===== config.mk =====
export PLATFORM = sky130hd
export DESIGN_NAME = mycpu_top
export DESIGN_NICKNAME = d
export VERILOG_FILES = /design/src/logic/cpu_pkg.sv /design/src/logic/mycpu_top.sv /design/src/logic/reg_file.sv /design/src/logic/memory_stage.sv /design/src/logic/execute_stage.sv /design/src/logic/decode_stage.sv /design/src/logic/fetch_stage.sv
export SDC_FILE = /design/constraint.sdc
export NUM_CORES = 2
export LEC_CHECK = 0
export BUFFER_PORTS_ARGS = -buffer_cell sky130_fd_sc_hd__buf_2
export CORE_MARGIN = 5
export CORE_UTILIZATION = 24
export CTS_CLUSTER_DIAMETER = 80
export CTS_CLUSTER_SIZE = 16
export DETAILED_ROUTE_END_ITERATION = 6
export PLACE_DENSITY_LB_ADDON = 0.3
export SLEW_MARGIN = 5
export SYNTH_ARGS = -nofsm -noshare
export SYNTH_HDL_FRONTEND = slang
export SYNTH_SLANG_ARGS = --single-unit
export TNS_END_PERCENT = 100

===== constraint.sdc =====
create_clock -name clk -period 8.9 [get_ports clk]
set_clock_uncertainty 0.2 [all_clocks]
set_input_delay 0 -clock clk [delete_from_list [all_inputs] [get_ports clk]]
set_output_delay 0 -clock clk [all_outputs]
set_load 0.1 [all_outputs]

===== src/logic/cpu_pkg.sv =====
package cpu_pkg;

    localparam int XLEN   = 32;
    localparam int REG_AW = 5;

    typedef enum logic [3:0] {
        ALU_ADD, ALU_SUB, ALU_AND, ALU_OR, ALU_XOR, ALU_SLT, ALU_SLL, ALU_LUI
    } alu_op_e;

    typedef enum logic [2:0] {
        MEM_NONE, MEM_LW, MEM_LB, MEM_LBU, MEM_SW, MEM_SB
    } mem_op_e;

    typedef enum logic [5:0] {
        OP_SPECIAL = 6'h00,
        OP_J       = 6'h02,
        OP_JAL     = 6'h03,
        OP_BEQ     = 6'h04,
        OP_BNE     = 6'h05,
        OP_ADDIU   = 6'h09,
        OP_LUI     = 6'h0f,
        OP_LB      = 6'h20,
        OP_LW      = 6'h23,
        OP_LBU     = 6'h24,
        OP_SB      = 6'h28,
        OP_SW      = 6'h2b
    } opcode_e;

    typedef enum logic [5:0] {
        F_SLL  = 6'h00,
        F_JR   = 6'h08,
        F_ADDU = 6'h21,
        F_SUBU = 6'h23,
        F_AND  = 6'h24,
        F_OR   = 6'h25,
        F_XOR  = 6'h26,
        F_SLT  = 6'h2a
    } funct_e;

    typedef struct packed {
        logic              valid;
        logic [XLEN-1:0]   pc;
        alu_op_e           alu_op;
        mem_op_e           mem_op;
        logic [XLEN-1:0]   src1;
        logic [XLEN-1:0]   src2;
        logic [XLEN-1:0]   st_value;
        logic [REG_AW-1:0] dest;     // 0 means no write
    } de_exe_t;

    typedef struct packed {
        logic              valid;
        logic [XLEN-1:0]   pc;
        mem_op_e           mem_op;
        logic [XLEN-1:0]   value;    // ALU result or load address
        logic [1:0]        addr_lo;
        logic [REG_AW-1:0] dest;
    } exe_mem_t;

    typedef struct packed {
        logic              wen;
        logic [REG_AW-1:0] dest;
        logic [XLEN-1:0]   data;
        logic [XLEN-1:0]   pc;
    } wb_t;

    typedef struct packed {
        logic [REG_AW-1:0] dest;
        logic [XLEN-1:0]   value;
        logic              valid;
        logic              is_load;
    } fwd_t;

endpackage

===== src/logic/mycpu_top.sv =====
module mycpu_top import cpu_pkg::*; #(
    parameter logic [XLEN-1:0] RESET_PC = 32'hbfc0_0000
) (
    input  logic                clk,
    input  logic                arst_n,

    output logic                inst_sram_en,
    output logic [XLEN-1:0]     inst_sram_addr,
    input  logic [XLEN-1:0]     inst_sram_rdata,

    output logic                data_sram_en,
    output logic [3:0]          data_sram_wen,
    output logic [XLEN-1:0]     data_sram_addr,
    output logic [XLEN-1:0]     data_sram_wdata,
    input  logic [XLEN-1:0]     data_sram_rdata,

    output logic [XLEN-1:0]     debug_wb_pc,
    output logic [3:0]          debug_wb_rf_wen,
    output logic [REG_AW-1:0]   debug_wb_rf_wnum,
    output logic [XLEN-1:0]     debug_wb_rf_wdata
);

    logic [XLEN-1:0]   fe_pc;
    logic              redirect;
    logic [XLEN-1:0]   redirect_pc;
    logic              block;
    logic [REG_AW-1:0] rf_raddr1;
    logic [REG_AW-1:0] rf_raddr2;
    logic [XLEN-1:0]   rf_rdata1;
    logic [XLEN-1:0]   rf_rdata2;
    de_exe_t           de_exe;
    exe_mem_t          exe_mem;
    fwd_t              exe_fwd;
    fwd_t              mem_fwd;
    wb_t               wb;

    fetch_stage #(.RESET_PC(RESET_PC)) fe_stage (
        .clk            (clk            ),
        .arst_n         (arst_n         ),
        .redirect       (redirect       ),
        .redirect_pc    (redirect_pc    ),
        .block          (block          ),
        .inst_sram_en   (inst_sram_en   ),
        .inst_sram_addr (inst_sram_addr ),
        .fe_pc          (fe_pc          )
    );

    decode_stage de_stage (
        .clk            (clk            ),
        .arst_n         (arst_n         ),
        .fe_pc          (fe_pc          ),
        .inst           (inst_sram_rdata),
        .rf_raddr1      (rf_raddr1      ),
        .rf_raddr2      (rf_raddr2      ),
        .rf_rdata1      (rf_rdata1      ),
        .rf_rdata2      (rf_rdata2      ),
        .exe_fwd        (exe_fwd        ),
        .mem_fwd        (mem_fwd        ),
        .wb             (wb             ),
        .redirect       (redirect       ),
        .redirect_pc    (redirect_pc    ),
        .block          (block          ),
        .de_exe         (de_exe         )
    );

    execute_stage exe_stage (
        .clk            (clk            ),
        .arst_n         (arst_n         ),
        .de_exe         (de_exe         ),
        .data_sram_en   (data_sram_en   ),
        .data_sram_wen  (data_sram_wen  ),
        .data_sram_addr (data_sram_addr ),
        .data_sram_wdata(data_sram_wdata),
        .exe_fwd        (exe_fwd        ),
        .exe_mem        (exe_mem        )
    );

    memory_stage mem_stage (
        .clk            (clk            ),
        .arst_n         (arst_n         ),
        .exe_mem        (exe_mem        ),
        .data_sram_rdata(data_sram_rdata),
        .mem_fwd        (mem_fwd        ),
        .wb             (wb             )
    );

    reg_file rf (
        .clk            (clk            ),
        .arst_n         (arst_n         ),
        .wb             (wb             ),
        .raddr1         (rf_raddr1      ),
        .raddr2         (rf_raddr2      ),
        .rdata1         (rf_rdata1      ),
        .rdata2         (rf_rdata2      )
    );

    assign debug_wb_pc       = wb.pc;
    assign debug_wb_rf_wen   = {4{wb.wen}};
    assign debug_wb_rf_wnum  = wb.dest;
    assign debug_wb_rf_wdata = wb.data;

endmodule


===== src/logic/reg_file.sv =====
module reg_file import cpu_pkg::*; (
    input  logic              clk,
    input  logic              arst_n,
    input  wb_t               wb,
    input  logic [REG_AW-1:0] raddr1,
    input  logic [REG_AW-1:0] raddr2,
    output logic [XLEN-1:0]   rdata1,
    output logic [XLEN-1:0]   rdata2
);

    logic [XLEN-1:0] regs [2**REG_AW];

    always_ff @(posedge clk or negedge arst_n) begin
        if (!arst_n) begin
            for (int i = 0; i < 2**REG_AW; i++) begin
                regs[i] <= '0;
            end
        end else if (wb.wen && wb.dest != '0) begin   // r0 stays zero
            regs[wb.dest] <= wb.data;
        end
    end

    // Old value on a same-cycle write
    assign rdata1 = regs[raddr1];
    assign rdata2 = regs[raddr2];

endmodule


===== src/logic/memory_stage.sv =====
module memory_stage import cpu_pkg::*; (
    input  logic            clk,
    input  logic            arst_n,
    input  exe_mem_t        exe_mem,
    input  logic [XLEN-1:0] data_sram_rdata,
    output fwd_t            mem_fwd,
    output wb_t             wb
);

    logic [7:0]      ld_byte;
    logic [XLEN-1:0] res;
    logic            is_load;

    assign ld_byte = data_sram_rdata[{exe_mem.addr_lo, 3'b000} +: 8];
    assign is_load = exe_mem.mem_op inside {MEM_LW, MEM_LB, MEM_LBU};

    always_comb begin
        case (exe_mem.mem_op)
            MEM_LW:  res = data_sram_rdata;
            MEM_LB:  res = {{(XLEN-8){ld_byte[7]}}, ld_byte};
            MEM_LBU: res = {{(XLEN-8){1'b0}}, ld_byte};
            default: res = exe_mem.value;
        endcase
    end

    // Load data is already valid here, so decode can take it directly
    assign mem_fwd.dest    = exe_mem.dest;
    assign mem_fwd.value   = res;
    assign mem_fwd.valid   = exe_mem.valid && exe_mem.dest != '0;
    assign mem_fwd.is_load = is_load;

    always_ff @(posedge clk or negedge arst_n) begin
        if (!arst_n) begin
            wb <= '0;
        end else begin
            wb.wen  <= exe_mem.valid && exe_mem.dest != '0;
            wb.dest <= exe_mem.dest;
            wb.data <= res;
            wb.pc   <= exe_mem.pc;
        end
    end

endmodule


===== src/logic/execute_stage.sv =====
module execute_stage import cpu_pkg::*; (
    input  logic            clk,
    input  logic            arst_n,
    input  de_exe_t         de_exe,
    output logic            data_sram_en,
    output logic [3:0]      data_sram_wen,
    output logic [XLEN-1:0] data_sram_addr,
    output logic [XLEN-1:0] data_sram_wdata,
    output fwd_t            exe_fwd,
    output exe_mem_t        exe_mem
);

    logic [XLEN-1:0] result;
    logic            is_load;

    always_comb begin
        case (de_exe.alu_op)
            ALU_ADD: result = de_exe.src1 + de_exe.src2;
            ALU_SUB: result = de_exe.src1 - de_exe.src2;
            ALU_AND: result = de_exe.src1 & de_exe.src2;
            ALU_OR:  result = de_exe.src1 | de_exe.src2;
            ALU_XOR: result = de_exe.src1 ^ de_exe.src2;
            ALU_SLT: result = XLEN'($signed(de_exe.src1) < $signed(de_exe.src2));
            ALU_SLL: result = de_exe.src2 << de_exe.src1[4:0];
            ALU_LUI: result = {de_exe.src2[15:0], 16'h0000};
            default: result = '0;
        endcase
    end

    assign is_load = de_exe.mem_op inside {MEM_LW, MEM_LB, MEM_LBU};

    always_comb begin
        data_sram_wen = 4'b0000;
        if (de_exe.valid && de_exe.mem_op == MEM_SW) begin
            data_sram_wen = 4'b1111;
        end else if (de_exe.valid && de_exe.mem_op == MEM_SB) begin
            data_sram_wen = 4'b0001 << result[1:0];   // One byte lane
        end
    end

    assign data_sram_en    = de_exe.valid && de_exe.mem_op != MEM_NONE;
    assign data_sram_addr  = {result[XLEN-1:2], 2'b00};
    assign data_sram_wdata = (de_exe.mem_op == MEM_SB) ? {4{de_exe.st_value[7:0]}}
                                                       : de_exe.st_value;

    assign exe_fwd.dest    = de_exe.dest;
    assign exe_fwd.value   = result;
    assign exe_fwd.valid   = de_exe.valid && de_exe.dest != '0;
    assign exe_fwd.is_load = is_load;

    always_ff @(posedge clk or negedge arst_n) begin
        if (!arst_n) begin
            exe_mem <= '0;
        end else begin
            exe_mem.valid   <= de_exe.valid;
            exe_mem.pc      <= de_exe.pc;
            exe_mem.mem_op  <= de_exe.mem_op;
            exe_mem.value   <= result;
            exe_mem.addr_lo <= result[1:0];
            exe_mem.dest    <= de_exe.dest;
        end
    end

endmodule


===== src/logic/decode_stage.sv =====
module decode_stage import cpu_pkg::*; (
    input  logic              clk,
    input  logic              arst_n,
    input  logic [XLEN-1:0]   fe_pc,
    input  logic [XLEN-1:0]   inst,
    output logic [REG_AW-1:0] rf_raddr1,
    output logic [REG_AW-1:0] rf_raddr2,
    input  logic [XLEN-1:0]   rf_rdata1,
    input  logic [XLEN-1:0]   rf_rdata2,
    input  fwd_t              exe_fwd,
    input  fwd_t              mem_fwd,
    input  wb_t               wb,
    output logic              redirect,
    output logic [XLEN-1:0]   redirect_pc,
    output logic              block,
    output de_exe_t           de_exe
);

    opcode_e           op;
    funct_e            funct;
    logic [REG_AW-1:0] rs;
    logic [REG_AW-1:0] rt;
    logic [REG_AW-1:0] rd;
    logic [XLEN-1:0]   imm_sext;
    logic [XLEN-1:0]   pc_plus4;
    logic [XLEN-1:0]   rs_val;
    logic [XLEN-1:0]   rt_val;
    logic              use_rs;
    logic              use_rt;
    logic              taken;
    de_exe_t           de_next;

    // Youngest producer wins
    function automatic logic [XLEN-1:0] bypass(
        input logic [REG_AW-1:0] addr,
        input logic [XLEN-1:0]   rf_val,
        input fwd_t              ex,
        input fwd_t              mm,
        input wb_t               wr
    );
        return (ex.valid && ex.dest == addr) ? ex.value :
               (mm.valid && mm.dest == addr) ? mm.value :
               (wr.wen && wr.dest == addr)   ? wr.data  : rf_val;
    endfunction

    assign op        = opcode_e'(inst[31:26]);
    assign funct     = funct_e'(inst[5:0]);
    assign rs        = inst[25:21];
    assign rt        = inst[20:16];
    assign rd        = inst[15:11];
    assign imm_sext  = {{16{inst[15]}}, inst[15:0]};
    assign pc_plus4  = fe_pc + 32'd4;
    assign rf_raddr1 = rs;
    assign rf_raddr2 = rt;
    assign rs_val    = bypass(rs, rf_rdata1, exe_fwd, mem_fwd, wb);
    assign rt_val    = bypass(rt, rf_rdata2, exe_fwd, mem_fwd, wb);

    always_comb begin
        de_next          = '0;
        de_next.valid    = 1'b1;
        de_next.pc       = fe_pc;
        de_next.alu_op   = ALU_ADD;
        de_next.mem_op   = MEM_NONE;
        de_next.src1     = rs_val;
        de_next.src2     = imm_sext;
        de_next.st_value = rt_val;
        de_next.dest     = rt;
        use_rs           = 1'b1;
        use_rt           = 1'b0;
        taken            = 1'b0;
        redirect_pc      = pc_plus4 + {imm_sext[XLEN-3:0], 2'b00};
        case (op)
            OP_SPECIAL: begin
                de_next.src2 = rt_val;
                de_next.dest = rd;
                use_rt       = 1'b1;
                case (funct)
                    F_ADDU: de_next.alu_op = ALU_ADD;
                    F_SUBU: de_next.alu_op = ALU_SUB;
                    F_AND:  de_next.alu_op = ALU_AND;
                    F_OR:   de_next.alu_op = ALU_OR;
                    F_XOR:  de_next.alu_op = ALU_XOR;
                    F_SLT:  de_next.alu_op = ALU_SLT;
                    F_SLL: begin
                        de_next.alu_op = ALU_SLL;
                        de_next.src1   = XLEN'(inst[10:6]);  // Shift amount
                        use_rs         = 1'b0;
                    end
                    F_JR: begin
                        de_next.dest = '0;
                        taken        = 1'b1;
                        redirect_pc  = rs_val;
                    end
                    default: de_next.dest = '0;
                endcase
            end
            OP_ADDIU: de_next.alu_op = ALU_ADD;
            OP_LUI: begin
                de_next.alu_op = ALU_LUI;
                use_rs         = 1'b0;
            end
            OP_LW:  de_next.mem_op = MEM_LW;
            OP_LB:  de_next.mem_op = MEM_LB;
            OP_LBU: de_next.mem_op = MEM_LBU;
            OP_SW, OP_SB: begin
                de_next.mem_op = (op == OP_SW) ? MEM_SW : MEM_SB;
                de_next.dest   = '0;
                use_rt         = 1'b1;
            end
            OP_BEQ, OP_BNE: begin
                de_next.dest = '0;
                use_rt       = 1'b1;
                taken        = (rs_val == rt_val) ^ (op == OP_BNE);
            end
            OP_J, OP_JAL: begin
                de_next.dest = (op == OP_JAL) ? REG_AW'(31) : '0;
                de_next.src1 = pc_plus4 + 32'd4;   // Link value
                de_next.src2 = '0;
                use_rs       = 1'b0;
                taken        = 1'b1;
                redirect_pc  = {pc_plus4[31:28], inst[25:0], 2'b00};
            end
            default: begin
                de_next.dest = '0;
                use_rs       = 1'b0;
            end
        endcase
    end

    // Load result is not ready until the memory stage
    assign block = exe_fwd.valid && exe_fwd.is_load &&
                   ((use_rs && exe_fwd.dest == rs) || (use_rt && exe_fwd.dest == rt));
    assign redirect = taken && !block;

    always_ff @(posedge clk or negedge arst_n) begin
        if (!arst_n) begin
            de_exe <= '0;
        end else if (block) begin
            de_exe.valid <= 1'b0;    // Bubble
        end else begin
            de_exe <= de_next;
        end
    end

endmodule


===== src/logic/fetch_stage.sv =====
module fetch_stage import cpu_pkg::*; #(
    parameter logic [XLEN-1:0] RESET_PC = 32'hbfc0_0000
) (
    input  logic            clk,
    input  logic            arst_n,
    input  logic            redirect,
    input  logic [XLEN-1:0] redirect_pc,
    input  logic            block,
    output logic            inst_sram_en,
    output logic [XLEN-1:0] inst_sram_addr,
    output logic [XLEN-1:0] fe_pc
);

    logic [XLEN-1:0] next_pc;
    logic            pend;       // Target waits for the delay slot
    logic [XLEN-1:0] pend_pc;

    always_comb begin
        if (!arst_n) begin
            next_pc = RESET_PC;
        end else if (block) begin
            next_pc = fe_pc;     // Refetch the stalled instruction
        end else if (pend) begin
            next_pc = pend_pc;
        end else begin
            next_pc = fe_pc + 32'd4;
        end
    end

    always_ff @(posedge clk or negedge arst_n) begin
        if (!arst_n) begin
            fe_pc   <= RESET_PC;
            pend    <= 1'b0;
            pend_pc <= '0;
        end else begin
            fe_pc <= next_pc;
            if (redirect) begin
                pend    <= 1'b1;
                pend_pc <= redirect_pc;
            end else if (!block) begin
                pend <= 1'b0;
            end
        end
    end

    assign inst_sram_en   = 1'b1;
    assign inst_sram_addr = next_pc;

endmodule


==> results by group <==
Worst setup path
  • Worst Setup EP: fe_stage.pend_pc[5]
  • Critical Setup Path Class: reg2reg
  • Worst path depth: 18
  • Worst Reg-to-Reg Cells: 18
  • WP data arrival: 8360 ps
  • Data required, critical path: around 9400 ps
  • CP max stage cell: o21ai_0
  • Worst path max stage delay: 1090 ps
  • CP top delay family: compound AO/OA/AOI/OAI gates
  • Buffers plus inverters on the worst setup path: 3
  • CP Capture Type: flip-flop
  • Setup crit start: de_stage.de_exe[73]
  • Reg2reg start: de_stage.de_exe[73]
  • Crit-path cells: clkinv_1 > ha_1 > inv_1 > o311ai_1 > a21oi_1 > nand4_1 > a31oi_1 > a2111o_1 > o211ai_1 > o21ai_0 > xor2_1 > o2111ai_1 > or4_1 > nor3_2 > xnor2_1 > o21ai_4 > buf_4 > mux2_1
  • FF-to-FF End: fe_stage.pend_pc[5]
  • R2R Setup Slk: roughly 990 ps
  • Setup crit start kind: flip-flop
  • CP Max Fanout: 32

Job
  • Maxcap violations: 0

Floorplan
  • Die H: ~600 um
  • FP Rows: roughly 220
  • Top-level I/O count: approximately 240
  • Die X: just under 600 um
  • Die area: roughly 350000 sq um
  • Starting density of the core: 24.04%
  • Core Area: between 300000 and 400000 sq um

GRT
  • Grt ovf: 0
  • Antenna violations before repair: 19
  • Total track usage: between 20% and 30%
  • Largest net degree at the start of global routing: between 150 and 200
  • First-pass GRT wire length: roughly 520000 um
  • Vias in the first global route: roughly 64000

Timing
  • Final min period: approximately 7900 ps
  • Hold Slack: approximately 42 ps
  • Pins Over Slew Limit: 0
  • Fmax: roughly 130 MHz
  • RSZ-0062 raised after global routing: no
  • Period utilisation layout: between 80 and 90%
  • Worst setup margin: approximately 1000 ps
  • Final setup violation count: 0
  • Slew at the pin closest to its max-slew limit: 1320 ps
  • Final Hold Vio Count: 0
  • Setup TNS: 0 ps
  • Worst rel slew slack: about an eighth

Final layout
  • Design Area, Final: approximately 93000 sq um
  • Area grow syn2layout: 12.35%
  • Layout Nets: between 7000 and 8000
  • Share of cells above drive strength 1: about 30%

CTS
  • Clock latency on the worst-skew pair: between 800 and 900 ps
  • H-tree depth: 3
  • Root buffer cell: clkbuf_16
  • Worst-path clk slew: 80 ps
  • Clk buf depth: 3
  • Clock buffer count from CTS: between 100 and 150
  • CTS sink count: ~1400
  • CTS tree: done
  • # Post-CTS Setup Buffers: 0

Logic synthesis
  • Register area share after synthesis: a little over two fifths
  • Synth area leaders: dfrtp_1 (41%), mux2_2 (14%), mux4_2 (12%)
  • Avg Cell Area, Syn: 11.53 sq um
  • Netlist Area Pre-Place: roughly 82000 sq um
  • Seq cells post-synth: between 1000 and 1500
  • Syn Inst Count: approximately 7100
  • Yosys cell types: 99
  • Synth area leader: dfrtp_1
  • Ys flop type: dfrtp_1
  • Fraction of registers with async set/reset: 100.0%
  • Post-synth EDFFs: 0
  • Ys Warns: 0
  • Post-synth top area share: between 40 and 50%

Place
  • Setup WS pre-CTS: ~1300 ps
  • Final HPWL DP: approximately 260000 um
  • Placed inst area: slightly below 90000 sq um
  • Final Wtd Congestion: between 1 and 1.5
  • IO Port Bufs: between 200 and 250

Power
  • Leakage: 41.25 nW
  • Pwr Total: between 15 and 20 mW
  • Power Dens Cells: 178.1 nW/um^2
  • Max IR drop VDD: ~0.16 mV

Routing
  • WL final: roughly 380000 um
  • DRC viols: 2
  • Routed vias: 64680
  • Vias per cell: approximately 5.5
  • Pre-Repair DR Iteration Count: 7
  • Post-route ant nets: 0
  • Drt initial violations: between 7000 and 8000
  • Routed len/inst: 32.04 um

Outcome
  • Failing checks: DRC
  • Status: complete, but fails checks

Min path
  • Worst min path class: in2reg
worst reg2reg max path, cell delays in order, from the launching register on:
cell       delay (ps)
dfrtp_1           720
clkinv_1          500
ha_1              580
inv_1             220
o311ai_1          240
a21oi_1           390
nand4_1           470
a31oi_1           490
a2111o_1          220
o211ai_1          220
o21ai_0          1090
xor2_1            230
o2111ai_1         140
or4_1             440
nor3_2            350
xnor2_1           230
o21ai_4           170
buf_4             440
mux2_1            410
area by class of cell:
| cell class | instances | area, sq um |
|---|---|---|
| antenna | 11 | 27.53 |
| clock buffer | 127 | 2912 |
| clock inverter | 33 | 432.9 |
| fill | 35530 | 249900 |
| inverter | 169 | 636.9 |
| multi-input combinational | 4900 | 44460 |
| sequential | 1372 | 34350 |
| tap | 4557 | 5702 |
| timing repair buffer | 549 | 3988 |
per-layer routing:
| metal | global-route usage (%) | part of all wire (%) |
|---|---|---|
| met1 | 25.79 | 40 |
| met2 | 32.32 | 46 |
| met3 | 4.361 | 7.8 |
| met4 | 11.53 | 6.8 |
| met5 | 0 | 0.015 |
power breakdown:
part / total (mW) / switching, mW / internal, mW
logic: 4.33 / 3.03 / 1.30
registers: 7.13 / 0.444 / 6.69
clock network: 5.01 / 2.61 / 2.40
repair_timing:
item / 4_1_cts / 5_1_grt
gates resized for setup: 0 / 0
hold buffers: 84 / 0
hold endpoints to repair: 650 / 0
sequential cells by signal (all words and copies together), names as in the netlist:
| register | flops |
|---|---|
| mem_stage.wb | 70 |
| exe_stage.exe_mem | 73 |
| fe_stage.fe_pc | 32 |
| rf.regs | 1024 |
| fe_stage.pend | 1 |
| fe_stage.pend_pc | 32 |
| de_stage.de_exe | 140 |
through the flow:
| stage | util, % | instances |
|---|---|---|
| after global placement | 25.77 | 11460 |
| after global routing | 27.01 | 11710 |
| final | 27.01 | 11720 |
| after CTS | 27.00 | 11710 |
| after floorplan | - | 7142 |
| after detailed placement | 25.78 | 11460 |
placed cells by master, fill, tap and decap left out, types with 50 or more instances in the layout:
cell / Yosys / final
o21ai_0: 214 / 212
a22oi_1: 201 / 201
dfrtp_1: 1363 / 1361
mux2_2: 1011 / 1011
dlygate4sd3_1: 0 / 83
buf_2: 86 / 231
a221oi_1: 50 / 50
o22ai_1: 77 / 77
ha_1: 141 / 141
nor3_1: 86 / 86
nand2_1: 537 / 521
mux2i_1: 421 / 421
mux4_2: 430 / 430
clkbuf_16: 0 / 114
nand4_1: 55 / 55
o211ai_1: 52 / 52
nand3_1: 140 / 140
a211oi_1: 59 / 58
xor2_1: 58 / 58
inv_1: 163 / 161
nor2_1: 318 / 298
xnor2_1: 97 / 97
buf_4: 98 / 215
a21oi_1: 270 / 269
Yosys cell counts, types with 141 or more instances:
library cell and n:
mux2i_1 421, mux4_2 430, inv_1 163, dfrtp_1 1363
a22oi_1 201, o21ai_0 214, ha_1 141, a21oi_1 270
nand2_1 537, nor2_1 318, clkbuf_1 408, mux2_2 1011
worst min path at each step:
stage	start	cells past startpoint	slack, ps	to
floorplan	arst_n	0	-500	de_stage.de_exe[0]
global placement	arst_n	1	-200	de_stage.de_exe[101]
detailed placement	arst_n	1	-190	de_stage.de_exe[103]
CTS	inst_sram_rdata[6]	4	8	de_stage.de_exe[69]
global route	inst_sram_rdata[6]	4	60	de_stage.de_exe[69]
finish	inst_sram_rdata[6]	4	40	de_stage.de_exe[69]
kinds of logic after synthesis:
kind of cell,count (synthesis),share of synthesized area (%)
multiplexers,1895,31.17
AND/OR/NAND/NOR,1393,7.791
flip-flops,1372,41.71
AO/OA/AOI/OAI,1310,10.84
buffers and inverters,870,4.617
XOR/XNOR,155,1.649
adder cells (fa/ha/maj),144,2.216
other,2,0.009121
No activity file was read; power rests on OpenSTA's default activity.
